### config.mk
export PLATFORM = sky130hd
export DESIGN_NAME = eeprom_wr
export DESIGN_NICKNAME = d
export VERILOG_FILES = /design/src/common/eeprom_pkg.sv /design/src/design/eeprom_wr.sv /design/src/design/eeprom_seq.sv /design/src/design/eeprom_regs.sv /design/src/i2c_master/bit_engine.sv /design/src/i2c_master/scl_gen.sv
export SDC_FILE = /design/constraint.sdc
export NUM_CORES = 1
export LEC_CHECK = 0
export ABC_AREA = 1
export CAP_MARGIN = 10
export CORE_MARGIN = 2
export CORE_UTILIZATION = 40
export CTS_CLUSTER_SIZE = 10
export DETAILED_ROUTE_END_ITERATION = 10
export DONT_BUFFER_PORTS = 1
export GPL_TIMING_DRIVEN = 0
export PLACE_DENSITY_LB_ADDON = 0.3
export SYNTH_ARGS = -nofsm -noshare
export SYNTH_HDL_FRONTEND = slang
export SYNTH_SLANG_ARGS = --single-unit
### constraint.sdc
create_clock -name clk -period 4 [get_ports clk]
set_input_delay 0.8 -clock clk [delete_from_list [all_inputs] [get_ports clk]]
set_output_delay 0.8 -clock clk [all_outputs]
set_load 0.05 [all_outputs]
### src/common/eeprom_pkg.sv
package eeprom_pkg;

  localparam int addr_w      = 11;
  localparam int page_w      = 3;
  localparam logic [3:0] dev_type = 4'b1010;  // 24cxx device type
  localparam int scl_quarter = 4;              // clk cycles per quarter of scl
  localparam int q_cnt_w     = $clog2(scl_quarter);

  // control byte, built field by field and shifted out as a whole
  typedef struct packed {
    logic [3:0]        dev;
    logic [page_w-1:0] page;
    logic              rw;   // 1 = read
  } ctrl_fields_t;

  typedef union packed {
    ctrl_fields_t fields;
    logic [7:0]   raw;
  } ctrl_byte_t;

  typedef enum logic [9:0] {
    st_idle     = 10'b00_0000_0001,
    st_wr_start = 10'b00_0000_0010,
    st_ctrl_wr  = 10'b00_0000_0100,
    st_addr_wr  = 10'b00_0000_1000,
    st_data_wr  = 10'b00_0001_0000,
    st_rd_start = 10'b00_0010_0000,
    st_ctrl_rd  = 10'b00_0100_0000,
    st_data_rd  = 10'b00_1000_0000,
    st_stop     = 10'b01_0000_0000,
    st_finish   = 10'b10_0000_0000
  } seq_state_t;

  typedef enum logic [2:0] {b_idle, b_start, b_stop, b_tx, b_rx} bit_state_t;

  typedef enum logic [2:0] {cmd_none, cmd_start, cmd_stop, cmd_tx_byte, cmd_rx_byte} bit_cmd_t;

endpackage
### src/design/eeprom_wr.sv
`timescale 1ns/1ps
module eeprom_wr (
  input  logic                          clk,
  input  logic                          rst_n,
  input  logic                          wr,
  input  logic                          rd,
  input  logic [eeprom_pkg::addr_w-1:0] addr,
  input  logic [7:0]                    wdata,
  output logic [7:0]                    rdata,
  output logic                          ack,
  output logic                          busy,
  output logic                          nack_err,
  output logic                          scl,
  output logic                          sda_drive_low,
  input  logic                          sda_in
);
  import eeprom_pkg::*;

  logic              req_valid, req_read;
  logic [addr_w-1:0] req_addr;
  logic [7:0]        req_wdata;
  logic              xfer_done, xfer_nack;
  logic [7:0]        xfer_rdata;
  bit_cmd_t          cmd;
  logic [7:0]        tx_data, rx_data;
  logic              cmd_done, rx_ack, run;
  logic              q_low_mid, q_rise, q_high_mid, q_fall;

  eeprom_regs u_regs (
    .clk, .rst_n, .wr, .rd, .addr, .wdata,
    .xfer_done, .xfer_nack, .xfer_rdata,
    .req_valid, .req_read, .req_addr, .req_wdata,
    .busy, .ack, .rdata, .nack_err
  );

  eeprom_seq u_seq (
    .clk, .rst_n, .req_valid, .req_read, .req_addr, .req_wdata,
    .cmd_done, .rx_ack, .rx_data,
    .cmd, .tx_data, .xfer_done, .xfer_nack, .xfer_rdata
  );

  bit_engine u_bit (
    .clk, .rst_n, .cmd, .tx_data, .sda_in,
    .q_low_mid, .q_rise, .q_high_mid, .q_fall,
    .run, .sda_drive_low, .cmd_done, .rx_data, .rx_ack
  );

  scl_gen u_scl (
    .clk, .rst_n, .run, .scl,
    .q_low_mid, .q_rise, .q_high_mid, .q_fall
  );

endmodule

### src/design/eeprom_seq.sv
`timescale 1ns/1ps
module eeprom_seq (
  input  logic                          clk,
  input  logic                          rst_n,
  input  logic                          req_valid,
  input  logic                          req_read,
  input  logic [eeprom_pkg::addr_w-1:0] req_addr,
  input  logic [7:0]                    req_wdata,
  input  logic                          cmd_done,
  input  logic                          rx_ack,
  input  logic [7:0]                    rx_data,
  output eeprom_pkg::bit_cmd_t          cmd,
  output logic [7:0]                    tx_data,
  output logic                          xfer_done,
  output logic                          xfer_nack,
  output logic [7:0]                    xfer_rdata
);
  import eeprom_pkg::*;

  seq_state_t state;
  ctrl_byte_t ctrl;

  // page bits ride in the control byte
  always_comb begin
    ctrl.fields.dev  = dev_type;
    ctrl.fields.page = req_addr[addr_w-1 -: page_w];
    ctrl.fields.rw   = (state == st_ctrl_rd);
  end

  always_comb begin
    cmd     = cmd_none;
    tx_data = 8'h00;
    case (state)
      st_wr_start, st_rd_start: cmd = cmd_start;
      st_ctrl_wr, st_ctrl_rd: begin
        cmd     = cmd_tx_byte;
        tx_data = ctrl.raw;
      end
      st_addr_wr: begin
        cmd     = cmd_tx_byte;
        tx_data = req_addr[7:0];  // word address
      end
      st_data_wr: begin
        cmd     = cmd_tx_byte;
        tx_data = req_wdata;
      end
      st_data_rd: cmd = cmd_rx_byte;
      st_stop:    cmd = cmd_stop;
      default:    cmd = cmd_none;
    endcase
  end

  assign xfer_done = (state == st_finish);

  always_ff @(posedge clk) begin
    if (!rst_n) begin
      state     <= st_idle;
      xfer_nack <= 1'b0;
    end else begin
      case (state)
        st_idle:
          if (req_valid) begin
            xfer_nack <= 1'b0;
            state     <= st_wr_start;
          end
        st_wr_start:
          if (cmd_done) state <= st_ctrl_wr;
        st_ctrl_wr:
          if (cmd_done) begin
            if (!rx_ack) begin
              xfer_nack <= 1'b1;
              state     <= st_stop;
            end else begin
              state <= st_addr_wr;
            end
          end
        st_addr_wr:
          if (cmd_done) begin
            if (!rx_ack) begin
              xfer_nack <= 1'b1;
              state     <= st_stop;
            end else begin
              state <= req_read ? st_rd_start : st_data_wr;
            end
          end
        st_data_wr:
          if (cmd_done) begin
            xfer_nack <= !rx_ack;
            state     <= st_stop;
          end
        st_rd_start:
          if (cmd_done) state <= st_ctrl_rd;
        st_ctrl_rd:
          if (cmd_done) begin
            if (!rx_ack) begin
              xfer_nack <= 1'b1;
              state     <= st_stop;
            end else begin
              state <= st_data_rd;
            end
          end
        st_data_rd:
          if (cmd_done) state <= st_stop;
        st_stop:
          if (cmd_done) state <= st_finish;
        default: state <= st_idle;  // finish lasts one cycle
      endcase
    end
  end

  always_ff @(posedge clk) begin
    if (state == st_data_rd && cmd_done)
      xfer_rdata <= rx_data;
  end

endmodule

### src/design/eeprom_regs.sv
`timescale 1ns/1ps
module eeprom_regs (
  input  logic                          clk,
  input  logic                          rst_n,
  input  logic                          wr,
  input  logic                          rd,
  input  logic [eeprom_pkg::addr_w-1:0] addr,
  input  logic [7:0]                    wdata,
  input  logic                          xfer_done,
  input  logic                          xfer_nack,
  input  logic [7:0]                    xfer_rdata,
  output logic                          req_valid,
  output logic                          req_read,
  output logic [eeprom_pkg::addr_w-1:0] req_addr,
  output logic [7:0]                    req_wdata,
  output logic                          busy,
  output logic                          ack,
  output logic [7:0]                    rdata,
  output logic                          nack_err
);

  logic accept;

  assign accept = !busy && (wr || rd);

  always_ff @(posedge clk) begin
    if (!rst_n) begin
      req_valid <= 1'b0;
      req_read  <= 1'b0;
      busy      <= 1'b0;
      ack       <= 1'b0;
      rdata     <= 8'h00;
      nack_err  <= 1'b0;
    end else begin
      ack <= 1'b0;
      if (accept) begin
        busy      <= 1'b1;
        req_valid <= 1'b1;
        req_read  <= !wr;  // wr wins over rd
      end
      if (xfer_done) begin
        req_valid <= 1'b0;
        busy      <= 1'b0;
        ack       <= 1'b1;
        nack_err  <= xfer_nack;
        if (req_read && !xfer_nack)
          rdata <= xfer_rdata;
      end
    end
  end

  always_ff @(posedge clk) begin
    if (accept) begin
      req_addr  <= addr;
      req_wdata <= wdata;
    end
  end

endmodule

### src/i2c_master/bit_engine.sv
`timescale 1ns/1ps
module bit_engine (
  input  logic                 clk,
  input  logic                 rst_n,
  input  eeprom_pkg::bit_cmd_t cmd,
  input  logic [7:0]           tx_data,
  input  logic                 sda_in,
  input  logic                 q_low_mid,
  input  logic                 q_rise,
  input  logic                 q_high_mid,
  input  logic                 q_fall,
  output logic                 run,
  output logic                 sda_drive_low,
  output logic                 cmd_done,
  output logic [7:0]           rx_data,
  output logic                 rx_ack
);
  import eeprom_pkg::*;

  bit_state_t state;
  logic [7:0] tx_shift;
  logic [3:0] bit_cnt;     // 0..7 data bits, 8 = ack slot
  logic       scl_high;    // tracks the scl level from the strobes

  always_ff @(posedge clk) begin
    if (!rst_n || !run)
      scl_high <= 1'b1;
    else if (q_rise)
      scl_high <= 1'b1;
    else if (q_fall)
      scl_high <= 1'b0;
  end

  always_ff @(posedge clk) begin
    if (!rst_n) begin
      state         <= b_idle;
      run           <= 1'b0;
      sda_drive_low <= 1'b0;
      cmd_done      <= 1'b0;
      rx_ack        <= 1'b0;
      bit_cnt       <= '0;
    end else begin
      cmd_done <= 1'b0;
      case (state)
        b_idle: begin
          bit_cnt <= '0;
          // cmd is still the old one while cmd_done is high
          if (!cmd_done) begin
            case (cmd)
              cmd_start: begin
                state <= b_start;
                run   <= 1'b1;
              end
              cmd_stop:    state <= b_stop;
              cmd_tx_byte: state <= b_tx;
              cmd_rx_byte: state <= b_rx;
              default:     state <= b_idle;
            endcase
          end
        end
        b_start: begin
          if (q_low_mid) begin
            sda_drive_low <= 1'b0;  // release before the high phase
            bit_cnt       <= 4'd1;
          end
          if (q_high_mid && bit_cnt != 4'd0 && scl_high) begin
            sda_drive_low <= 1'b1;  // sda falls with scl high
            cmd_done      <= 1'b1;
            state         <= b_idle;
          end
        end
        b_stop: begin
          if (q_low_mid) begin
            sda_drive_low <= 1'b1;
            bit_cnt       <= 4'd1;
          end
          if (q_high_mid && bit_cnt != 4'd0 && scl_high) begin
            sda_drive_low <= 1'b0;  // sda rises with scl high
            run           <= 1'b0;
            cmd_done      <= 1'b1;
            state         <= b_idle;
          end
        end
        b_tx: begin
          if (q_low_mid)
            sda_drive_low <= (bit_cnt == 4'd8) ? 1'b0 : !tx_shift[7];
          if (q_high_mid) begin
            bit_cnt <= bit_cnt + 4'd1;
            if (bit_cnt == 4'd8) begin
              rx_ack   <= !sda_in;  // slave pulls low to ack
              cmd_done <= 1'b1;
              state    <= b_idle;
            end
          end
        end
        default: begin
          // rx: sda stays released, ninth bit is the master nack
          if (q_low_mid)
            sda_drive_low <= 1'b0;
          if (q_high_mid) begin
            bit_cnt <= bit_cnt + 4'd1;
            if (bit_cnt == 4'd8) begin
              cmd_done <= 1'b1;
              state    <= b_idle;
            end
          end
        end
      endcase
    end
  end

  always_ff @(posedge clk) begin
    if (state == b_idle)
      tx_shift <= tx_data;
    else if (state == b_tx && q_low_mid && bit_cnt != 4'd8)
      tx_shift <= {tx_shift[6:0], 1'b0};
    if (state == b_rx && q_high_mid && bit_cnt != 4'd8)
      rx_data <= {rx_data[6:0], sda_in};  // msb first
  end

endmodule

### src/i2c_master/scl_gen.sv
`timescale 1ns/1ps
module scl_gen (
  input  logic clk,
  input  logic rst_n,
  input  logic run,
  output logic scl,
  output logic q_low_mid,
  output logic q_rise,
  output logic q_high_mid,
  output logic q_fall
);
  import eeprom_pkg::*;

  logic [q_cnt_w-1:0] sub_cnt;
  logic [1:0]         quarter;   // 0,1 low half; 2,3 high half
  logic               quarter_end;

  assign quarter_end = (sub_cnt == q_cnt_w'(scl_quarter - 1));

  always_ff @(posedge clk) begin
    if (!rst_n || !run) begin
      sub_cnt    <= '0;
      quarter    <= '0;
      scl        <= 1'b1;  // bus idles high
      q_low_mid  <= 1'b0;
      q_rise     <= 1'b0;
      q_high_mid <= 1'b0;
      q_fall     <= 1'b0;
    end else begin
      q_low_mid  <= 1'b0;
      q_rise     <= 1'b0;
      q_high_mid <= 1'b0;
      q_fall     <= 1'b0;
      if (quarter_end) begin
        sub_cnt <= '0;
        quarter <= quarter + 2'd1;
        case (quarter)
          2'd0: q_low_mid <= 1'b1;
          2'd1: begin
            q_rise <= 1'b1;
            scl    <= 1'b1;
          end
          2'd2: q_high_mid <= 1'b1;
          default: begin
            q_fall <= 1'b1;
            scl    <= 1'b0;
          end
        endcase
      end else begin
        sub_cnt <= sub_cnt + 1'b1;
      end
    end
  end

endmodule

==> results.py, run 1 <==
metrics = {
    "final_layout": {
        "layout.cells.non_filler": 574,
        "final_area_sq_mm": 0.004188,
        "area_growth_pct": 10.14,
        "nNetsFinal": 471,
        "utilization_pct": 45.32,
        "diodes": 0,
        "drive_gt1_share_pct": 9.438,
    },
    "global_route": {
        "grt_max_degree": 20,
        "grt_pass1_vias": 2562,
        "track_usage_pct": 14.67,
        "grt_pass1_wl_microns": 11850,
        "antenna_found_initial": 0,
        "grt_remaining_overflow": 0,
    },
    "routing": {
        "vias": 2690,
        "drt_iter0_drc": 123,
        "dr.pass1.iters": 4,
        "wl_per_cell_microns": 11.97,
        "ant_nets": 0,
        "drt_wl_total_microns": 6868,
        "drc": 0,
        "routed_via_density": 4.686,
    },
    "synth": {
        "syn_area_sq_mm": 0.003802,
        "synthDistinctLibCells": 37,
        "syn_nets": 458,
        "synth.yosys.seq_area_share_pct": 57.12,
        "async_flop_share_pct": 0,
        "synth-main-ff-cell": "dfxtp_1",
        "syn-instance-count": 427,
        "synth_warnings": 0,
        "avgSynthCellArea_sq_um": 8.905,
        "synth-edff-count": 43,
        "synth_seq_cells": 87,
    },
    "pwr": {
        "p_comb_share_pct": 31.4,
        "power.leakage_nw": 1.722,
        "pwr_density_cell_mw_per_mm2": 617.0,
        "p_switching_mw": 0.9581,
        "power_frac_seq_pct": 44.4,
        "switching_share_pct": 37.08,
        "power_mw": 2.584,
        "clock_power_share_pct": 24.2,
        "internal_power_mw": 1.626,
        "ir_drop_uv": 299.1,
    },
    "worst_setup_path": {
        "worstPathArrival_ns": 2.14,
        "cp-start-kind": "register",
        "reg2regPathDepth": 8,
        "critical_path_required_ns": 4.12,
        "end_kind": "register",
        "setup.worst_path.class": "register to register",
        "worst-path-max-fanout": 8,
    },
    "floorplan": {
        "die_w_microns": 101.5,
        "core_area_sq_mm": 0.009240,
        "die_h_microns": 101.5,
        "start_util_pct": 41.15,
        "die-area_sq_mm": 0.01030,
        "io_pins": 37,
        "fp-row-count": 35,
    },
    "sta": {
        "period_minus_slack_ns": 2.021,
        "slew_headroom_pct": 49.67,
        "post-route-period-util_pct": 50.54,
        "finalSetupViolCount": 0,
        "rsz0062_at_grt": "no",
        "tns_ns": 0,
        "fin_skew_ns": 0.01030,
        "layout_setup_ws_ns": 1.979,
        "worst_slew_pin_slew_ns": 0.7470,
        "slew_viol_final": 0,
        "hold_viol": 0,
        "max_freq_mhz": 494.7,
        "whs_ns": 0.4213,
    },
    "outcome": {
        "status": "finished, final reports clean",
    },
    "clock_network": {
        "cts_max_level": 3,
        "cts_hold_buf": 0,
        "cts.sinks": 87,
        "cts-root-buf": "clkbuf_8",
        "clock_latency_ns": 0.36,
        "post-cts-setup-buffers": 0,
        "clk_pin_slew_ns": 0.09,
        "cts_tree": "built",
        "numCtsBuffers": 9,
        "cts_resized": 0,
        "clock_path_buffers": 2,
    },
    "placed_design": {
        "placed_cell_area_sq_mm": 0.003981,
        "place_inst": 557,
        "dp_hpwl_microns": 4935,
        "dp_slack_ns": 1.832,
        "gp_congestion": 0.8312,
        "portBuffers": 0,
    },
    "hold_path": {
        "hp-class": "register to register",
        "whs_path_depth": 0,
    },
    "job": {
        "drv_cap": 0,
    },
}
cell families after synthesis:
group,synth area share [%]
xor+xnor,0.6911
simple gates,25.77
flops,57.12
compound gates,8.128
fa+ha+maj,2.303
buf+inv,5.989
state kept, by name, summed over array words and instances, names as in the netlist, 3 cells and up:
register,count
u_regs.req_wdata,8
u_bit.tx_shift,8
u_regs.req_addr,11
u_bit.rx_data,8
u_regs.rdata,8
u_bit.state,3
u_seq.state,10
u_bit.bit_cnt,4
u_seq.xfer_rdata,8
layer usage:
layer,GRT usage (%),up-vias,part of all wire [%]
met5,0,-,0
met4,5.717,0,1.7
met3,4.831,10,6.7
met2,21.81,70,43
met1,19.87,1189,49
li1,-,1421,-
critical path, stage by stage (launching register included):
cell,delay [ns]
dfxtp_1,0.44
nor2_1,0.08
nand2_2,0.10
inv_4,0.06
nand2_4,0.10
nand2_4,0.10
o21ai_0,0.62
a21oi_1,0.09
a21o_1,0.18
synthesized netlist by cell type, types with 2 or more instances:
cell | number | area, sq um
nand2_4 | 3 | 33.78
xor2_1 | 2 | 17.52
clkbuf_1 | 3 | 11.26
inv_1 | 48 | 180.2
a21oi_1 | 19 | 95.09
nor2_1 | 81 | 304.0
nand2_2 | 3 | 18.77
a211oi_1 | 2 | 15.01
ha_1 | 7 | 87.58
a31oi_1 | 2 | 12.51
nor2_4 | 3 | 33.78
nand4_1 | 4 | 25.02
o21ai_0 | 21 | 105.1
edfxtp_1 | 43 | 1291
a21o_1 | 3 | 22.52
or2_2 | 2 | 12.51
nand3_1 | 26 | 130.1
buf_6 | 2 | 22.52
dfxtp_1 | 44 | 880.8
a31o_2 | 2 | 17.52
o31ai_1 | 2 | 15.01
nor3_1 | 5 | 25.02
nand2_1 | 86 | 322.8
worst paths after layout:
kind / startpoint / end / slack, ns
worst max register to register: u_seq.state[1]$_SDFFE_PN0P_ / u_bit.tx_shift[4]$_DFFE_PP_ / 1.98
worst min register to register: u_bit.rx_data[7]$_DFFE_PP_ / u_seq.xfer_rdata[7]$_DFFE_PP_ / 0.42
worst max-delay path: u_seq.state[1]$_SDFFE_PN0P_ / u_bit.tx_shift[4]$_DFFE_PP_ / 1.98
worst min-delay path: u_bit.rx_data[7]$_DFFE_PP_ / u_seq.xfer_rdata[7]$_DFFE_PP_ / 0.42
power groups by stage:
| stage | Clock [mW] | Combinational, mW | Sequential [mW] |
|---|---|---|---|
| 2_1_floorplan | 0 | 0.666 | 1.15 |
| 3_3_place_gp | 0 | 0.798 | 1.16 |
| 3_5_place_dp | 0 | 0.811 | 1.16 |
| 4_1_cts | 0.646 | 0.813 | 1.15 |
| 5_1_grt | 0.674 | 0.941 | 1.16 |
| 6_report | 0.624 | 0.812 | 1.15 |
cells in the final DEF, fill, tap and decap left out, types with 3 or more instances in the layout:
master	count
a21o_1	3
a21oi_1	19
clkbuf_1	3
clkbuf_8	9
dfxtp_1	44
edfxtp_1	43
ha_1	7
inv_1	48
inv_6	3
nand2_1	86
nand2_2	3
nand2_4	3
nand3_1	26
nand4_1	4
nor2_1	80
nor2_4	3
nor3_1	5
o21ai_0	21
area by class of cell:
cell class	count	area, sq um
Tap cell	129	161.4
Timing Repair Buffer	2	20.02
Buffer	5	33.78
Sequential cell	87	2172
Clock buffer	9	123.9
Multi-Input combinational cell	284	1405
Inverter	51	193.9
Fill cell	899	5052
Clock inverter	7	77.57
Power figures use the tool's default switching activity.
==> run 2: changes to the inputs <==
ABC_AREA = 0   (was 1)
clock period = 1.83 ns   (was 4 ns; I/O delays follow)
==> results.py, run 2 <==
metrics = {
    "outcome": {
        "status": "finished, violations left",
        "violations": "setup timing",
    },
    "worst_setup_path": {
        "r2r_setup_slack_ns": -0.45,
        "end_kind": "register",
        "setup.worst_path.class": "register to register",
        "cp_num_buf_inv": 1,
        "reg2regPathDepth": 7,
        "cp_slowest_cell": "or4_4",
        "cp-start-kind": "register",
        "cp_num_cells": 7,
        "reg2reg_from": "u_seq.state[0]$_SDFFE_PN1P_",
        "worstPathArrival_ns": 2.54,
        "crit-reg2reg-capture": "u_seq.xfer_nack$_SDFFE_PN0P_",
        "crit_start": "u_seq.state[0]$_SDFFE_PN1P_",
        "crit_family": "simple AND/OR/NAND/NOR gates",
        "worstPathCellList": "or4_4 -> or3_4 -> buf_4 -> nor3_4 -> a21oi_1 -> a41o_1 -> o21a_1",
        "worst-path-max-fanout": 4,
        "critical_path.endpoint": "u_seq.xfer_nack$_SDFFE_PN0P_",
        "critical_path_required_ns": 2.09,
        "cpPeakStageDelay_ns": 0.56,
    },
    "placed_design": {
        "gp_congestion": 0.8524,
        "portBuffers": 0,
        "dp_hpwl_microns": 4934,
        "placed_cell_area_sq_mm": 0.003852,
    },
    "synth": {
        "syn-instance-count": 325,
        "synth.yosys.seq_area_share_pct": 59.45,
        "synth_top_family_by_area": "simple AND/OR/NAND/NOR gates",
        "synth-edff-count": 43,
        "avgSynthCellArea_sq_um": 11.24,
        "async_flop_share_pct": 0,
        "synth_top_cell_by_area": "edfxtp_1",
        "synthMuxAreaShare_pct": 4.384,
        "synth_seq_cells": 87,
        "synthDistinctLibCells": 53,
        "synthAdderAreaFrac_pct": 2.671,
        "syn_nets": 356,
        "synth_warnings": 0,
        "synthSimpleGateAreaFrac_pct": 18.05,
        "synthTopCellsByCount": "44 x dfxtp_1, 43 x edfxtp_1, 42 x nor2_1",
        "synth_area_leaders": "edfxtp_1 35%, dfxtp_1 24%, mux2i_1 4.4%, nor2_1 4.3%, ha_1 2.4%",
        "syn_area_sq_mm": 0.003654,
        "yosysMostFrequentCell": "dfxtp_1",
        "synth-main-ff-cell": "dfxtp_1",
        "yosysTopAreaCellShare_pct": 35.34,
        "synth-xor-area-share_pct": 1.438,
        "synth_compound_area_share_pct": 11.10,
    },
    "final_layout": {
        "n_fill_cell": 760,
        "largest_reg_flops": 11,
        "largestRegisters": "u_regs.req_addr (11), u_seq.state (10)",
        "diodes": 0,
        "drive_gt1_share_pct": 22.65,
        "layout_commonest_cell": "edfxtp_1",
        "nNetsFinal": 388,
        "final_cell_mix": "43 x edfxtp_1, 39 x nor2_1, 37 x dfxtp_1",
        "final_area_sq_mm": 0.004438,
        "area_growth_pct": 21.47,
        "regMostFlops": "u_regs.req_addr",
    },
    "sta": {
        "post-route-period-util_pct": 124.4,
        "slew_viol_final": 0,
        "fin_skew_ns": 0.01576,
        "finalSetupViolCount": 39,
        "hold_viol": 0,
        "rsz0062_at_grt": "yes",
        "slew_headroom_pct": 35.83,
        "tns_ns": -10.09,
        "worst_slew_pin_slew_ns": 0.9615,
        "layout_setup_ws_ns": -0.4462,
        "period_minus_slack_ns": 2.276,
        "max_freq_mhz": 439.3,
    },
    "clock_network": {
        "cts.sinks": 87,
        "numCtsBuffers": 9,
        "clock_latency_ns": 0.37,
        "cts-root-buf": "clkbuf_8",
        "clk_pin_slew_ns": 0.10,
        "cts_max_level": 3,
        "cts_tree": "built",
        "clock_path_buffers": 2,
    },
    "routing": {
        "vias": 2614,
        "routed-wl-met2_microns": 3845,
        "routed_via_density": 5.562,
        "m1WireLength_microns": 3540,
        "drt_wl_total_microns": 8080,
        "drt_iter0_drc": 239,
        "met3_length_microns": 451,
        "dr.pass1.iters": 4,
        "ant_nets": 0,
        "wl_per_cell_microns": 17.19,
        "drc": 0,
        "highest_layer": "met4",
    },
    "global_route": {
        "grt_pass1_wl_microns": 12900,
        "track_usage_pct": 16.81,
        "antenna_found_initial": 0,
        "grt_pass1_vias": 2571,
        "grt_max_degree": 20,
        "grt_remaining_overflow": 0,
    },
    "floorplan": {
        "die_h_microns": 99.57,
        "io_pins": 37,
        "core_area_sq_mm": 0.008806,
        "die-area_sq_mm": 0.009914,
        "fp-row-count": 34,
        "die_w_microns": 99.57,
        "start_util_pct": 41.49,
    },
    "pwr": {
        "power_mw": 3.622,
        "switching_share_pct": 24.82,
        "p_comb_share_pct": 7.1,
        "pwr_density_cell_mw_per_mm2": 816.2,
        "p_switching_mw": 0.8989,
        "power.leakage_nw": 1.661,
        "internal_power_mw": 2.723,
        "clock_power_share_pct": 34.0,
        "power_frac_seq_pct": 58.9,
        "ir_drop_uv": 441.1,
    },
    "job": {
        "drv_cap": 0,
    },
    "hold_path": {
        "hp-class": "input port to register",
    },
}
-- run 2: cell count changes after synthesis, sizes merged, moves of 11 or more --
cell,previous run,this run
inv,50,12
nand2,92,21
mux2i,0,16
a21oi,20,9
clkbuf,3,15
nand3,28,5
nor2,85,42
-- run 2: metal layers --
| metal | global-route usage (%) | vias to the layer above |
|---|---|---|
| met1 | 21.85 | 1256 |
| met2 | 26.35 | 80 |
| met5 | 0 | - |
| met4 | 8.008 | 0 |
| met3 | 4.216 | 22 |
| li1 | - | 1256 |
-- run 2: how the worst min path moves through the flow --
stage,depth (start not counted),start,endpoint
after global routing,0,wdata[6],u_regs.req_wdata[6]$_DFFE_PP_
after detailed placement,2,u_scl.q_rise$_SDFF_PP0_,u_bit.scl_high$_SDFFE_PP1P_
after CTS,1,wr,u_regs.req_read$_SDFFE_PN0P_
after floorplan,2,u_scl.q_rise$_SDFF_PP0_,u_bit.scl_high$_SDFFE_PP1P_
final,1,wr,u_regs.req_read$_SDFFE_PN0P_
after global placement,2,u_scl.q_rise$_SDFF_PP0_,u_bit.scl_high$_SDFFE_PP1P_
-- run 2: metrics by stage --
stage          hold WS (ns)  std cells  utilization, %  setup WS (ns)
2_1_floorplan        0.3925        325               -        -0.3156
3_3_place_gp         0.3990        433           43.72        -0.5485
3_5_place_dp         0.4047        433           43.75        -0.5832
4_1_cts             0.07241        461           48.52        -0.3780
5_1_grt             0.07041        470           50.40        -0.4837
6_report            0.08649        470           50.40        -0.4462
-- run 2: power by group through the flow --
stage / logic, mW / registers (mW) / clock network [mW]
finish: 0.258 / 2.13 / 1.23
global route: 0.276 / 2.14 / 1.34
CTS: 0.221 / 2.13 / 1.28
detailed placement: 0.176 / 2.18 / 0
global placement: 0.173 / 2.18 / 0
floorplan: 0.139 / 2.17 / 0
-- run 2: worst reg2reg max path, delay by kind of cell (launching register included) --
family                 cells  cell delay [ns]
and+or+nand+nor            3             1.16
AOI/OAI and AO/OA          3             0.51
buffers and inverters      1             0.17
DFF                        1             0.34
-- run 2: timing repair --
item	in CTS	in global routing
setup endpoints to repair	49	76
buffers inserted	14	10
hold buffers	0	0
pin swaps	12	16
gates resized for setup	24	24
gates cloned	2	0
-- run 2: cell families (layout without fill, tap and decap cells) --
kind of cell             Yosys count  after routing
AND/OR/NAND/NOR                  124            124
flip-flops                        87             87
AO/OA/AOI/OAI                     56             57
buffers and inverters             28             64
multiplexers                      16             16
adder cells (fa/ha/maj)            8              8
XOR/XNOR                           6              6
-- run 2: cell type report --
cell class                      count  area (sq um)  area share, %
Clock buffer                       10         127.6          2.876
Multi-Input combinational cell    211          1597          35.97
Buffer                             12         67.56          1.522
Sequential cell                    87          2181          49.14
Timing Repair Buffer               24         230.2          5.187
Clock inverter                      6         55.05          1.240
Tap cell                          108         135.1          3.045
Inverter                           12         45.04          1.015
==> run 3: changes to the inputs <==
ABC_CLOCK_PERIOD_IN_PS = 2350   (was unset)
clock period = 2.35 ns   (was 1.83 ns; I/O delays follow)
==> results.py, run 3 (same netlist as run 2, synthesis figures left out) <==
metrics = {
    "outcome": {
        "status": "finished, final reports clean",
    },
    "final_layout": {
        "layout_commonest_cell": "edfxtp_1",
        "utilization_pct": 47.36,
        "largest_reg_flops": 11,
        "area_growth_pct": 14.14,
        "n_fill_cell": 792,
        "drive_gt1_share_pct": 12.39,
        "final_cell_mix": "43 x edfxtp_1, 42 x dfxtp_1, 40 x nor2_1",
        "largestRegisters": "u_regs.req_addr (11), u_seq.state (10)",
        "regMostFlops": "u_regs.req_addr",
        "nNetsFinal": 373,
        "diodes": 0,
    },
    "worst_setup_path": {
        "crit_family": "simple AND/OR/NAND/NOR gates",
        "worstPathCellList": "or4_4 -> or3_4 -> o31ai_4 -> buf_4 -> o31ai_4 -> buf_12 -> mux2i_1 -> nor2_1",
        "setup.worst_path.class": "register to register",
        "worst-path-max-fanout": 9,
        "reg2regPathDepth": 8,
        "crit_start": "u_seq.state[8]$_SDFFE_PN0P_",
        "r2r_setup_slack_ns": 0.08,
        "end_kind": "register",
        "worstPathArrival_ns": 2.49,
        "cpPeakStageDelay_ns": 0.55,
        "cp-start-kind": "register",
        "cp_slowest_cell": "or4_4",
        "worst_path_most_repeated_cell": "o31ai_4",
        "critical_path_required_ns": 2.57,
        "crit-reg2reg-capture": "u_seq.state[4]$_SDFFE_PN0P_",
        "reg2reg_from": "u_seq.state[8]$_SDFFE_PN0P_",
        "cp_num_buf_inv": 2,
        "cp_num_cells": 8,
        "critical_path.endpoint": "u_seq.state[4]$_SDFFE_PN0P_",
    },
    "floorplan": {
        "die_h_microns": 99.57,
        "die-area_sq_mm": 0.009914,
        "start_util_pct": 41.49,
        "core_area_sq_mm": 0.008806,
        "die_w_microns": 99.57,
        "io_pins": 37,
        "fp-row-count": 34,
    },
    "clock_network": {
        "cts_tree": "built",
        "clock_path_buffers": 2,
        "clk_pin_slew_ns": 0.09,
        "cts_hold_buf": 0,
        "cts.sinks": 87,
        "cts_max_level": 3,
        "cts-root-buf": "clkbuf_8",
        "numCtsBuffers": 9,
        "clock_latency_ns": 0.34,
    },
    "placed_design": {
        "dp_hpwl_microns": 4755,
        "gp_congestion": 0.8351,
        "portBuffers": 0,
        "dp_slack_ns": -0.1883,
    },
    "global_route": {
        "track_usage_pct": 14.23,
        "antenna_found_initial": 0,
        "grt_remaining_overflow": 0,
        "grt_pass1_vias": 2257,
        "grt_pass1_wl_microns": 11180,
        "grt_max_degree": 20,
    },
    "sta": {
        "worst_slew_pin_slew_ns": 0.9229,
        "post-route-period-util_pct": 96.69,
        "max_freq_mhz": 440.1,
        "hold_viol": 0,
        "fin_skew_ns": 0.006100,
        "slew_viol_final": 0,
        "whs_ns": 0.2148,
        "period_minus_slack_ns": 2.272,
        "finalSetupViolCount": 0,
        "layout_setup_ws_ns": 0.07778,
        "slew_headroom_pct": 38.41,
    },
    "routing": {
        "vias": 2455,
        "drt_wl_total_microns": 6773,
        "wl_per_cell_microns": 14.89,
        "ant_nets": 0,
        "routed_via_density": 5.396,
        "drt_iter0_drc": 131,
        "dr.pass1.iters": 5,
        "drc": 0,
    },
    "pwr": {
        "p_switching_mw": 0.6668,
        "power_frac_seq_pct": 55.0,
        "p_comb_share_pct": 5.3,
        "ir_drop_uv": 495.2,
        "pwr_density_cell_mw_per_mm2": 722.5,
        "clock_power_share_pct": 39.7,
        "power.leakage_nw": 1.555,
        "power_mw": 3.013,
        "switching_share_pct": 22.13,
        "internal_power_mw": 2.346,
    },
    "hold_path": {
        "hp-class": "input port to register",
    },
    "job": {
        "drv_cap": 0,
    },
}
==> run 3: cell count changes in the layout (fill, tap and decap cells not counted), moves of 3 or more <==
| cell | previous run | this run |
|---|---|---|
| o21ai_1 | 8 | 3 |
| nor3_1 | 3 | 6 |
| dfxtp_2 | 7 | 1 |
| buf_6 | 5 | 0 |
| clkbuf_1 | 9 | 13 |
| dfxtp_1 | 37 | 42 |
| buf_4 | 16 | 4 |
| a221oi_1 | 4 | 7 |
| o21ai_0 | 7 | 12 |
==> run 3: worst min path at each step <==
stage | startpoint | end | slack, ns | depth (start not counted)
3_5_place_dp | u_scl.q_rise$_SDFF_PP0_ | u_bit.scl_high$_SDFFE_PP1P_ | 0.40 | 2
6_report | addr[7] | u_regs.req_addr[7]$_DFFE_PP_ | 0.21 | 0
2_1_floorplan | u_scl.q_rise$_SDFF_PP0_ | u_bit.scl_high$_SDFFE_PP1P_ | 0.39 | 2
5_1_grt | sda_in | u_bit.rx_data[0]$_DFFE_PP_ | 0.18 | 0
3_3_place_gp | u_scl.q_rise$_SDFF_PP0_ | u_bit.scl_high$_SDFFE_PP1P_ | 0.40 | 2
4_1_cts | sda_in | u_bit.rx_data[0]$_DFFE_PP_ | 0.19 | 0
==> run 3: through the flow <==
step	setup TNS [ns]	instances	instance area, sq um
after floorplan	0	325	3654
after global placement	-2.838	433	3789
after detailed placement	-3.062	433	3791
after CTS	0	451	4106
after global routing	-0.005540	455	4170
final	0	455	4170
==> run 3: final cells by class <==
cell class | instances | area, sq um | share of cell area, %
multi-input combinational | 210 | 1444 | 34.62
inverter | 12 | 45.04 | 1.080
sequential | 87 | 2177 | 52.21
timing repair buffer | 6 | 70.07 | 1.680
buffer | 16 | 63.81 | 1.530
clock buffer | 10 | 137.6 | 3.300
tap | 108 | 135.1 | 3.240
clock inverter | 6 | 97.59 | 2.340
==> run 3: power by group through the flow <==
stage,clock (mW),combinational (mW),sequential [mW]
detailed placement,0,0.128,1.69
global placement,0,0.125,1.69
finish,1.20,0.160,1.66
floorplan,0,0.101,1.69
global route,1.28,0.176,1.66
CTS,1.23,0.142,1.66
==> run 3: what timing repair did <==
action	in CTS	in global routing
gates resized for setup	13	5
pin swaps	5	3
endpoints found under the setup margin	32	20
setup buffers	2	4
==> run 3: per-layer routing <==
layer	track usage [%]	share of wire, %	vias up
li1	-	-	1233
met1	18.26	47	1172
met2	22.87	48	48
met3	4.427	4.3	2
met4	4.953	0.68	0
met5	0	0	-
